### src/common/jls_coding_pkg.sv
`default_nettype none

package jls_coding_pkg;

    typedef logic [7:0] pixel_t;    // 8-bit grey sample

    // -------------------------------------------------------------------------
    // coding constants
    // -------------------------------------------------------------------------
    localparam int QBPP          = 8;   // bits per escaped sample
    localparam int CODE_LIMIT    = 23;  // longest zero run of the unary prefix
    localparam int MAX_CODE_BITS = 32;  // escape code is 23 + 1 + 8

    // scan tracker to neighbour cache
    typedef struct packed {
        logic   valid;
        logic   first_col;
        logic   first_row;
        logic   last_col;
        logic   eoi;        // last pixel of the image
        pixel_t x;
    } scan_flags_t;

    // neighbour cache to residual mapper
    typedef struct packed {
        logic   valid;
        logic   eoi;
        pixel_t x;
        pixel_t a;          // left
        pixel_t b;          // above
        pixel_t c;          // upper left
    } neighbors_t;

    // residual mapper to golomb coder
    typedef struct packed {
        logic       valid;
        logic       eoi;
        logic [7:0] merr;   // non-negative mapped error
    } mapped_t;

    // golomb coder to bit packer
    typedef struct packed {
        logic                     valid;
        logic                     eoi;
        logic [MAX_CODE_BITS-1:0] bits;   // msb aligned
        logic [5:0]               count;  // 1..32 valid bits
    } code_t;

endpackage

`default_nettype wire

### src/predict/jls_scan_tracker.sv
`timescale 1ns/10ps
`default_nettype none

module jls_scan_tracker import jls_coding_pkg::*; #(
    parameter int WIDTH_BITS = 10
) (
    input  wire                  clk,
    input  wire                  reset,
    input  wire                  i_sof,
    input  wire [WIDTH_BITS-1:0] i_w,
    input  wire [WIDTH_BITS-1:0] i_h,
    input  wire                  i_valid,
    input  wire pixel_t          i_pixel,
    output scan_flags_t          o_scan,
    output logic [15:0]          o_width,    // real width for the header
    output logic [15:0]          o_height
);

    logic [WIDTH_BITS-1:0] w_lim;    // latched width - 1
    logic [WIDTH_BITS-1:0] h_lim;
    logic [WIDTH_BITS-1:0] col;
    logic [WIDTH_BITS-1:0] row;
    logic                  last_col;
    logic                  last_row;

    assign last_col = (col == w_lim);
    assign last_row = (row == h_lim);

    // header needs sizes, not limits
    assign o_width  = {{(16-WIDTH_BITS){1'b0}}, w_lim} + 16'd1;
    assign o_height = {{(16-WIDTH_BITS){1'b0}}, h_lim} + 16'd1;

    always_ff @(posedge clk) begin
        // position flags of the pixel being taken
        o_scan.first_col <= (col == '0);
        o_scan.first_row <= (row == '0);
        o_scan.last_col  <= last_col;
        o_scan.eoi       <= last_col && last_row;
        o_scan.x         <= i_pixel;
        if (reset) begin
            o_scan.valid <= 1'b0;
            w_lim        <= '0;
            h_lim        <= '0;
            col          <= '0;
            row          <= '0;
        end else begin
            o_scan.valid <= i_valid;
            if (i_sof) begin
                w_lim <= i_w;           // sizes sampled on sof
                h_lim <= i_h;
                col   <= '0;
                row   <= '0;
            end else if (i_valid) begin
                if (last_col) begin
                    col <= '0;
                    row <= row + 1'b1;  // wraps after eoi until the next sof
                end else begin
                    col <= col + 1'b1;
                end
            end
        end
    end

endmodule

`default_nettype wire

### config.mk
export PLATFORM = sky130hd
export DESIGN_NAME = jls_scan_tracker
export DESIGN_NICKNAME = d
export VERILOG_FILES = /design/src/common/jls_coding_pkg.sv /design/src/predict/jls_scan_tracker.sv
export SDC_FILE = /design/constraint.sdc
export NUM_CORES = 1
export LEC_CHECK = 0
export BUFFER_PORTS_ARGS = -buffer_cell sky130_fd_sc_hd__buf_4
export CAP_MARGIN = 20
export CORE_ASPECT_RATIO = 0.9
export CORE_UTILIZATION = 47
export CTS_CLUSTER_DIAMETER = 60
export DETAILED_ROUTE_END_ITERATION = 10
export GPL_ROUTABILITY_DRIVEN = 1
export PLACE_DENSITY = 0.83
export REMOVE_ABC_BUFFERS = 1
export SYNTH_ARGS = -nofsm -noshare
export SYNTH_HDL_FRONTEND = slang
export SYNTH_SLANG_ARGS = --single-unit
### constraint.sdc
create_clock -name clk -period 1.62 [get_ports clk]
set_input_delay 0.405 -clock clk [delete_from_list [all_inputs] [get_ports clk]]
set_output_delay 0.405 -clock clk [all_outputs]
set_load 0.1 [all_outputs]
==> qor.csv, run 1 <==
stage,metric,value,unit
run_status,outcome,finished with violations,
run_status,failing checks,negative setup slack,
setup_path,startpoint types,flop,
global_routing,vias in the first global route,2541,
setup_path,critical path class,reg2out,
global_routing,GRT overflow,0,
synth,synthesized instance count,298,
final_layout,filler instances,296,
die,die height,74.7,um
setup_path,CP required,1.21,ns
cts,Clk Tree Root Cell,clkbuf_8,
final_layout,design area,4750,um2
timing,Hold Fails Final Rpt,0,
final_layout,register area,1090,um2
timing,RSZ-0062 raised after global routing,yes,
final_layout,n_diodes,0,
setup_path,crit-path max FO,2,
placed_design,placed insts,461,
timing,setup TNS,-8.31,ns
power_and_ir_drop,total chip power,3490,uW
detailed_routing,"wirelength, routed",9410,um
detailed_routing,Vias,2712,
hold_path,worst hold path class,in2reg,
final_layout,share of layout cells above drive strength 1,52.2,%
power_and_ir_drop,Pint,2170,uW
setup_path,crit end category,output pin,
synth,Main synth FF type,dfxtp_1,
placed_design,post-place instance area,3550,um2
final_layout,multi-input logic area,2160,um2
placed_design,final estimated routing congestion in global placement,0.784,
global_routing,antenna violations before repair,0,
synth,async set-or-reset flop fraction in the synthesized netlist,0,%
detailed_routing,DR iter-0 viols,166,
cts,clk buf depth,2,
power_and_ir_drop,switch share,37.9,%
timing,final slew viol count,0,
power_and_ir_drop,register share of total power,40.2,%
synth,Ys Warns,0,
cts,Num CTS Buffers,5,
synth,Yosys reg bits,53,
die,number of I/O pins,77,
timing,final hold slack,0.202,ns
synth,number of flops mapped to enable cells by yosys,0,
cts,H-tree depth,2,
global_routing,first-pass GRT wire length,11600,um
die,area of the core,5660,um2
placed_design,HPWL after DPL,4910,um
cts,CTS tree,done,
timing,final setup margin,-0.482,ns
final_layout,"commonest non-fill, non-tap cell in the layout",buf_4,
power_and_ir_drop,Logic pwr share,38.1,%
timing,fin crit share,130,%
die,Initial Util,48.7,%
final_layout,"commonest cells after routing, fill and taps aside","92 x buf_4, 39 x dfxtp_1, 30 x mux2i_1, 26 x nor2_1, 23 x buf_6",
detailed_routing,Final ANT Viol Nets,0,
power_and_ir_drop,Max VDD drop,0.000507,V
final_layout,NumNets Final,461,
timing,fmax,0.476,GHz
power_and_ir_drop,PwrDens,734,nW/um2
setup_path,crit path DAT,1.70,ns
flow_run,maxcap violations,0,
synth,Netlist cell types,34,
synth,cell area after synthesis,2760,um2
final_layout,Area Growth Syn to Fin,72.3,%
die,Die Footprint,6180,um2
synth,Avg Synthesized Cell Area,9.26,um2
timing,final setup violation count,40,
global_routing,GRT Overall Usage,25.0,%
cts,CTS Sinks,53,
cts,CTS Hold Bufs,0,
cts,"Clk Latency, worst-skew pair",0.30,ns
power_and_ir_drop,Net Sw Power,1320,uW
detailed_routing,DRC viols,0,
timing,Post-Route Skew,0.00735,ns
die,Std-Cell Rows,26,
final_layout,fin cells,493,
global_routing,pin count of the biggest net entering global routing,19,
synth,register area share after synthesis,38.5,%
placed_design,PortBufs,66,
die,die width,82.8,um
detailed_routing,via/cell ratio,5.50,
timing,Tmin final,2.10,ns
detailed_routing,routed len/inst,19.1,um
power_and_ir_drop,Leak,0.00199,uW
cts,"Reg clk slew, reported paths",0.09,ns
detailed_routing,drt pass-1 iters,4,
power_and_ir_drop,clock share of power,21.8,%
path summary, 6_finish.rpt:
path	end	from	slack, ns	cells past startpoint
worst max-delay path	o_width[8]	w_lim[5]$_SDFFE_PP0P_	-0.48	5
worst max register to register	row[9]$_SDFFE_PP0P_	w_lim[0]$_SDFFE_PP0P_	-0.19	6
worst min register to register	o_scan[10]$_DFF_P_	row[9]$_SDFFE_PP0P_	0.50	1
worst min-delay path	o_scan[4]$_DFF_P_	i_pixel[4]	0.20	1
flip-flops by register name, summed over array words and instances (netlist names):
register	cells
o_scan	13
col	10
h_lim	10
row	10
w_lim	10
power by group through the flow:
stage	sequential, uW	combinational [uW]	clock [uW]
after floorplan	1560	524	0
after global placement	1410	954	0
after detailed placement	1420	967	0
after CTS	1390	1050	775
after global routing	1410	1370	830
final	1400	1330	759
routing by layer:
metal	GRT usage (%)	vias up	wire [um]
met4	9.77	0	278
met3	4.85	24	493
met2	47.8	127	5230
met1	27.0	1298	3410
li1	-	1263	-
met5	0	-	0
cell type report:
cell class | count | area share (%)
Clock buffer | 7 | 1.82
Inverter | 8 | 0.684
Multi-Input combinational cell | 221 | 45.4
Sequential cell | 53 | 22.9
Tap cell | 70 | 1.84
Timing Repair Buffer | 134 | 27.3
cell families after synthesis:
logic type	share of synthesized area (%)
other	0.136
DFF	38.5
AOI/OAI and AO/OA	1.04
and+or+nand+nor	25.4
buffers and inverters	7.03
adders and majority gates	2.72
muxes	10.9
xor gates and xnor gates	14.4
critical path: stages, from the launching register on:
cell     delay [ns]
dfxtp_2        0.35
and4_1         0.22
buf_4          0.14
nand4_1        0.13
xnor2_1        0.28
buf_6          0.27
per-stage QoR:
step | util [%] | setup WS, ns
global placement | 62.8 | -0.0867
CTS | 71.1 | -0.369
finish | 84.0 | -0.482
global route | 84.0 | -0.537
detailed placement | 62.8 | -0.179
floorplan | - | -1.32
synthesized netlist by cell type (2+ instances only):
library cell / number / area share, %
nand3b_1: 2 / 0.54
clkbuf_1: 7 / 0.95
dfxtp_1: 53 / 38
and3_1: 11 / 2.5
nand3_1: 14 / 2.5
buf_4: 10 / 2.7
nor2_1: 28 / 3.8
nor3_1: 9 / 1.6
xnor2_2: 5 / 2.9
o21ai_0: 3 / 0.54
nor4_1: 15 / 3.4
buf_6: 3 / 1.2
nand4_1: 11 / 2.5
inv_1: 8 / 1.1
nand2_1: 20 / 2.7
xnor2_1: 26 / 8.3
or3_1: 8 / 1.8
buf_2: 5 / 0.91
ha_1: 6 / 2.7
mux2i_1: 30 / 11
xor2_1: 10 / 3.2
and4_1: 2 / 0.64
what timing repair did:
| item | 4_1_cts | 5_1_grt |
|---|---|---|
| cloned | 0 | 2 |
| pin swaps | 14 | 39 |
| setup buffers | 6 | 20 |
| resized for setup | 76 | 96 |
| endpoints found under the setup margin | 20 | 41 |
No activity file was read; power rests on OpenSTA's default activity.
==> run 2: changes to the inputs <==
--- a/config.mk
+++ b/config.mk
@@ -8,11 +8,11 @@
 export BUFFER_PORTS_ARGS = -buffer_cell sky130_fd_sc_hd__buf_4
 export CAP_MARGIN = 20
 export CORE_ASPECT_RATIO = 0.9
-export CORE_UTILIZATION = 47
+export CORE_UTILIZATION = 52
 export CTS_CLUSTER_DIAMETER = 60
 export DETAILED_ROUTE_END_ITERATION = 10
 export GPL_ROUTABILITY_DRIVEN = 1
-export PLACE_DENSITY = 0.83
+export PLACE_DENSITY = 0.87
 export REMOVE_ABC_BUFFERS = 1
 export SYNTH_ARGS = -nofsm -noshare
 export SYNTH_HDL_FRONTEND = slang
==> constraint.sdc (replaced) <==
create_clock -name clk -period 2 [get_ports clk]
set_input_delay 0.5 -clock clk [delete_from_list [all_inputs] [get_ports clk]]
set_output_delay 0.5 -clock clk [all_outputs]
set_load 0.1 [all_outputs]
==> run 2 against run 1 <==
Effect of this change: the run still ends with negative setup slack left; combinational power fell by 38%; worst setup slack improved by 0.30 ns; cell area fell by 18%.
==> qor.csv, run 2 (synthesized netlist as in run 1, its figures left out) <==
stage,metric,value,unit,change
global_routing,vias in the first global route,2424,,-4.6%
setup_path,R2R Path End,row[7]$_SDFFE_PP0P_,,
power_and_ir_drop,PwrDens,668,nW/um2,-9.0%
power_and_ir_drop,clock share of power,24.4,%,+2.6 points
die,Initial Util,55.3,%,+6.6 points
detailed_routing,DR iter-0 viols,299,,+80%
cts,Num CTS Buffers,5,,unchanged
detailed_routing,Final ANT Viol Nets,0,,unchanged
power_and_ir_drop,Pint,1580,uW,-27%
final_layout,n_diodes,0,,unchanged
cts,CTS Sinks,53,,unchanged
final_layout,Largest Register,o_scan,,
setup_path,"Slowest-stage cell, CP",dfxtp_2,,
power_and_ir_drop,register share of total power,44.0,%,+3.8 points
cts,CTS Hold Bufs,0,,unchanged
global_routing,GRT Overall Usage,26.7,%,+1.7 points
timing,final setup violation count,12,,-70%
setup_path,critical path class,reg2out,,
cts,clk buf depth,2,,unchanged
timing,fin crit share,109,%,
die,die height,71.1,um,-4.8%
placed_design,placed insts,427,,-7.4%
power_and_ir_drop,total chip power,2600,uW,-25%
die,Die Footprint,5600,um2,-9.4%
detailed_routing,"wirelength, routed",8840,um,-6.0%
setup_path,crit-path max FO,2,,unchanged
detailed_routing,via/cell ratio,5.97,,+8.6%
final_layout,fin cells,450,,-8.7%
power_and_ir_drop,Net Sw Power,1020,uW,-23%
hold_path,hold wc startpoint,i_pixel[3],,
placed_design,PortBufs,66,,unchanged
setup_path,R2R depth,7,,+1
timing,fmax,0.459,GHz,
power_and_ir_drop,Max VDD drop,0.000586,V,+16%
setup_path,CP max stage delay,0.34,ns,about the same
die,die width,78.8,um,-4.8%
timing,final slew viol count,0,,unchanged
detailed_routing,DRC viols,0,,unchanged
final_layout,"commonest non-fill, non-tap cell in the layout",buf_4,,
setup_path,FF-to-FF Start,w_lim[3]$_SDFFE_PP0P_,,
die,number of I/O pins,77,,unchanged
final_layout,Area Growth Syn to Fin,41.1,%,
setup_path,critical-path cell list,and4_1 > and3_4 > nand4_1 > xnor2_1 > buf_6,,
flow_run,maxcap violations,0,,unchanged
hold_path,worst hold path class,in2reg,,
timing,Hold Fails Final Rpt,0,,unchanged
timing,Tmin final,2.18,ns,
die,area of the core,4980,um2,-12%
cts,H-tree depth,2,,unchanged
setup_path,CP required,1.50,ns,+0.29 ns
detailed_routing,routed len/inst,19.7,um,+3.0%
global_routing,first-pass GRT wire length,11500,um,-0.59%
final_layout,"commonest cells after routing, fill and taps aside","74 x buf_4, 39 x dfxtp_1, 30 x mux2i_1, 26 x nor2_1",,
detailed_routing,highest metal used,met4,,
power_and_ir_drop,Logic pwr share,31.7,%,-6.4 points
detailed_routing,metal3 WL,704,um,+43%
hold_path,WHS Endpoint,o_scan[3]$_DFF_P_,,
detailed_routing,drt pass-1 iters,5,,+1
final_layout,max FFs per register,13,,unchanged
timing,Post-Route Skew,0.0178,ns,+0.0104 ns
global_routing,GRT overflow,0,,unchanged
hold_path,hold path depth,1,,unchanged
cts,CTS tree,done,,
detailed_routing,metal2 WL,4460,um,-15%
setup_path,crit end category,output pin,,
placed_design,HPWL after DPL,4760,um,-3.0%
timing,final setup margin,-0.180,ns,+0.302 ns
detailed_routing,M1 WL,3310,um,-2.9%
final_layout,NumNets Final,422,,-8.5%
power_and_ir_drop,switch share,39.1,%,+1.2 points
placed_design,final estimated routing congestion in global placement,0.876,,+12%
detailed_routing,Vias,2688,,-0.88%
run_status,failing checks,negative setup slack,,
setup_path,crit path DAT,1.68,ns,-0.02 ns
die,Std-Cell Rows,24,,-7.7%
timing,RSZ-0062 raised after global routing,yes,,
timing,worst slew pin tran,1.00,ns,
final_layout,share of layout cells above drive strength 1,41.0,%,-11 points
global_routing,pin count of the biggest net entering global routing,21,,+2
global_routing,antenna violations before repair,0,,unchanged
setup_path,startpoint types,flop,,
run_status,outcome,finished with violations,,
power_and_ir_drop,Leak,0.00166,uW,-16%
cts,"Reg clk slew, reported paths",0.10,ns,about the same
timing,Relative slew margins,32.9,%,
final_layout,post-layout util,78.1,%,-5.9 points
setup_path,Worst R2R Setup Slack,0,ns,+0.19 ns
cts,Clk Tree Root Cell,clkbuf_8,,
cts,"Clk Latency, worst-skew pair",0.32,ns,+0.02 ns
[run 2: critical path, delay by kind of cell (launching register included)]
family	cells	cell delay (ns)
flops	1	0.34
xor+xnor	1	0.22
buf+inv	1	0.25
simple gates	3	0.56
[run 2: worst max-delay path by stage]
stage,startpoint,end,slack (ns)
2_1_floorplan,w_lim[2]$_SDFFE_PP0P_,o_width[9],-1.03
3_3_place_gp,h_lim[1]$_SDFFE_PP0P_,o_height[8],0.14
3_5_place_dp,h_lim[1]$_SDFFE_PP0P_,o_height[6],0.06
4_1_cts,w_lim[2]$_SDFFE_PP0P_,o_width[9],-0.15
5_1_grt,w_lim[5]$_SDFFE_PP0P_,o_width[9],-0.22
6_report,w_lim[5]$_SDFFE_PP0P_,o_width[9],-0.18
[run 2: area by class of cell]
type	count	area (um2)
multi-input combinational	220	1760
sequential	53	1090
timing repair buffer	96	837
fill	296	1090
tap	65	81.3
clock buffer	5	68.8
inverter	8	30.0
clock inverter	3	25.0
[run 2: power groups by stage]
stage | clock network (uW) | registers [uW] | logic (uW)
2_1_floorplan | 0 | 1270 | 424
3_3_place_gp | 0 | 1150 | 722
3_5_place_dp | 0 | 1160 | 731
4_1_cts | 636 | 1140 | 755
5_1_grt | 677 | 1150 | 849
6_report | 634 | 1140 | 824
[run 2: repair_timing]
action	4_1_cts	5_1_grt
setup buffers	5	10
gates cloned	0	0
pin swaps	10	15
resized for setup	44	42
endpoints found under the setup margin	15	16
[run 2: metrics by stage]
stage                     setup slack, ns  cell area (um2)  hold WS (ns)  setup TNS, ns
final                              -0.180             3890         0.280          -1.16
after global routing               -0.222             3890         0.273          -1.71
after CTS                          -0.154             3610         0.276         -0.566
after detailed placement           0.0587             3320         0.480              0
after global placement              0.143             3320         0.488              0
after floorplan                     -1.03             2630         0.451         -13.36
[run 2: layer usage]
metal / global-route usage, % / up-vias
met5: 0 / -
met4: 10.9 / 0
met3: 5.42 / 42
met2: 45.2 / 184
met1: 33.1 / 1279
li1: - / 1183
==> run 3: changes to the inputs <==
--- a/config.mk
+++ b/config.mk
@@ -5,15 +5,16 @@
 export SDC_FILE = /design/constraint.sdc
 export NUM_CORES = 1
 export LEC_CHECK = 0
-export BUFFER_PORTS_ARGS = -buffer_cell sky130_fd_sc_hd__buf_4
 export CAP_MARGIN = 20
 export CORE_ASPECT_RATIO = 0.9
-export CORE_UTILIZATION = 52
+export CORE_UTILIZATION = 63
 export CTS_CLUSTER_DIAMETER = 60
 export DETAILED_ROUTE_END_ITERATION = 10
+export DONT_BUFFER_PORTS = 1
 export GPL_ROUTABILITY_DRIVEN = 1
-export PLACE_DENSITY = 0.87
+export PLACE_DENSITY = 0.86
 export REMOVE_ABC_BUFFERS = 1
 export SYNTH_ARGS = -nofsm -noshare
 export SYNTH_HDL_FRONTEND = slang
 export SYNTH_SLANG_ARGS = --single-unit
+export TNS_END_PERCENT = 50
==> run 3 against run 2 <==
Effect of this change: the run still ends with negative setup slack left; via count increased by 5.4%; maximum frequency shrank 1.4%; global-route usage rose by 15 points; power grew 5.4%; clock skew up 0.0022 ns; sequential power hardly changed; critical endpoint is now o_width[5]; highest routed layer unchanged.
==> qor.csv, run 3 (synthesized netlist as in run 1, its figures left out) <==
stage,metric,value,unit,change
cts,Clk Tree Root Cell,clkbuf_8,,
power_and_ir_drop,Logic pwr share,29.6,%,-2.1 points
die,die width,71.8,um,-8.9%
detailed_routing,drt pass-1 iters,5,,unchanged
power_and_ir_drop,Max VDD drop,0.000838,V,+43%
detailed_routing,DR iter-0 viols,393,,+31%
die,number of I/O pins,77,,unchanged
timing,Hold Fails Final Rpt,0,,unchanged
timing,RSZ-0062 raised after global routing,yes,,
cts,CTS tree,done,,
timing,Relative slew margins,60.7,%,+28 points
hold_path,WHS Endpoint,o_scan[3]$_DFF_P_,,
global_routing,GRT overflow,0,,unchanged
setup_path,R2R Path End,row[2]$_SDFFE_PP0P_,,
hold_path,hold wc startpoint,i_pixel[3],,
setup_path,crit path DAT,1.71,ns,+0.03 ns
power_and_ir_drop,Net Sw Power,1040,uW,+2.4%
final_layout,post-layout util,92.7,%,+15 points
power_and_ir_drop,clock share of power,28.5,%,+4.1 points
power_and_ir_drop,switch share,38.0,%,-1.1 points
final_layout,"commonest cells after routing, fill and taps aside","42 x buf_4, 39 x dfxtp_1, 30 x mux2i_1, 26 x nor2_1",,
setup_path,startpoint types,flop,,
final_layout,max FFs per register,13,,unchanged
timing,final setup margin,-0.211,ns,-0.0315 ns
setup_path,crit end category,output pin,,
hold_path,hold path depth,0,,-1
timing,worst slew pin tran,0.585,ns,-0.418 ns
global_routing,pin count of the biggest net entering global routing,32,,+52%
die,Initial Util,66.8,%,+11 points
die,die height,64.8,um,-8.9%
final_layout,filler instances,130,,-56%
timing,final slew viol count,0,,unchanged
die,area of the core,4130,um2,-17%
timing,setup TNS,-1.58,ns,-0.417 ns
setup_path,critical-path cell list,buf_4 > and3_4 > nand3_1 > xnor2_2 > buf_12,,
final_layout,register area,1090,um2,+0.46%
global_routing,GRT Overall Usage,42.0,%,+15 points
detailed_routing,DRC viols,0,,unchanged
placed_design,Place WS,0.0160,ns,-0.0427 ns
final_layout,multi-input logic area,1870,um2,+6.2%
timing,final setup violation count,15,,+3
detailed_routing,Final ANT Viol Nets,0,,unchanged
power_and_ir_drop,PwrDens,716,nW/um2,+7.2%
hold_path,worst hold path class,in2reg,,
setup_path,CP required,1.50,ns,about the same
setup_path,FF-to-FF Start,col[2]$_SDFFE_PP0P_,,
power_and_ir_drop,register share of total power,41.8,%,-2.2 points
final_layout,Area Growth Syn to Fin,38.8,%,
placed_design,HPWL after DPL,4850,um,+1.8%
timing,Post-Route Skew,0.0199,ns,+0.00218 ns
cts,"Reg clk slew, reported paths",0.11,ns,about the same
setup_path,"Slowest-stage cell, CP",dfxtp_2,,
setup_path,R2R depth,4,,-3
die,Die Footprint,4650,um2,-17%
placed_design,PortBufs,0,,-100%
global_routing,antenna violations before repair,0,,unchanged
final_layout,"commonest non-fill, non-tap cell in the layout",buf_4,,
final_layout,share of layout cells above drive strength 1,37.5,%,-3.5 points
final_layout,Largest Register,o_scan,,
run_status,outcome,finished with violations,,
timing,Tmin final,2.21,ns,+0.0315 ns
timing,fmax,0.452,GHz,-1.4%
die,Std-Cell Rows,22,,-8.3%
detailed_routing,via/cell ratio,7.13,,+19%
setup_path,Worst R2R Setup Slack,-0.11,ns,-0.11 ns
setup_path,CP max stage delay,0.36,ns,+0.02 ns
detailed_routing,"wirelength, routed",11200,um,+26%
setup_path,critical path class,reg2out,,
final_layout,NumNets Final,386,,-8.5%
power_and_ir_drop,Pint,1700,uW,+7.3%
global_routing,first-pass GRT wire length,14400,um,+25%
final_layout,n_diodes,0,,unchanged
placed_design,final estimated routing congestion in global placement,0.859,,-2.0%
cts,Num CTS Buffers,5,,unchanged
timing,fin crit share,111,%,+1.6 points
cts,CTS Sinks,53,,unchanged
power_and_ir_drop,Leak,0.00160,uW,-3.7%
setup_path,crit-path max FO,6,,+4
global_routing,vias in the first global route,2695,,+11%
flow_run,maxcap violations,0,,unchanged
detailed_routing,Vias,2832,,+5.4%
cts,clk buf depth,2,,unchanged
run_status,failing checks,negative setup slack,,
cts,"Clk Latency, worst-skew pair",0.33,ns,about the same
cts,H-tree depth,2,,unchanged
detailed_routing,routed len/inst,28.2,um,+43%
[run 3: cell types whose count changed in the layout (fill, tap and decap cells not counted), moves of 3 or more]
cell,previous run,this run
buf_12,3,16
xnor2_1,17,13
buf_4,74,42
xnor2_4,1,4
buf_6,17,2
[run 3: critical path: cells and delay by family, from the launching register on]
family | cells | cell delay (ns)
buffers and inverters | 2 | 0.40
XOR/XNOR | 1 | 0.26
AND/OR/NAND/NOR | 2 | 0.38
flip-flops | 1 | 0.36
[run 3: layout make-up]
type	count	area share (%)
repair buffers	60	17.2
inverters	8	0.784
clock buffers	5	1.80
multi-input cells	220	48.9
flip-flops and latches	53	28.5
clock inverters	3	1.24
well taps	48	1.57
[run 3: what timing repair did]
action                                  4_1_cts  5_1_grt
resized for setup                            39       18
hold buffers                                  0        0
endpoints found under the hold margin         0        0
pin swaps                                    13        9
endpoints found under the setup margin       14       20
setup buffers                                 7        4
[run 3: per-stage QoR]
step	std cells	instance area (um2)	hold WS [ns]	total power, uW
CTS	393	3710	0.194	2660
detailed placement	378	3380	0.481	1890
floorplan	281	2630	0.451	1690
global route	397	3830	0.169	2790
global placement	378	3380	0.488	1870
finish	397	3830	0.187	2740
[run 3: routing by layer]
metal / wire, um / track usage (%)
met5: 0 / 0
met4: 1150 / 36.5
met1: 3610 / 43.5
met3: 1220 / 12.0
met2: 5200 / 69.6
[run 3: worst max-delay path by stage]
| stage | from | endpoint | slack, ns | depth (start not counted) |
|---|---|---|---|---|
| final | w_lim[2]$_SDFFE_PP0P_ | o_width[5] | -0.21 | 5 |
| after global routing | w_lim[2]$_SDFFE_PP0P_ | o_width[5] | -0.26 | 5 |
| after CTS | w_lim[5]$_SDFFE_PP0P_ | o_width[9] | -0.15 | 5 |
| after detailed placement | h_lim[2]$_SDFFE_PP0P_ | o_height[9] | 0.02 | 5 |
| after global placement | h_lim[0]$_SDFFE_PP0P_ | o_height[8] | 0.15 | 5 |
| after floorplan | w_lim[2]$_SDFFE_PP0P_ | o_width[9] | -1.03 | 4 |
[run 3: power by group through the flow]
stage	clock network, uW	logic [uW]	registers, uW
after detailed placement	0	728	1160
after CTS	767	751	1140
after global routing	823	819	1150
after global placement	0	713	1160
final	782	811	1150
after floorplan	0	424	1270
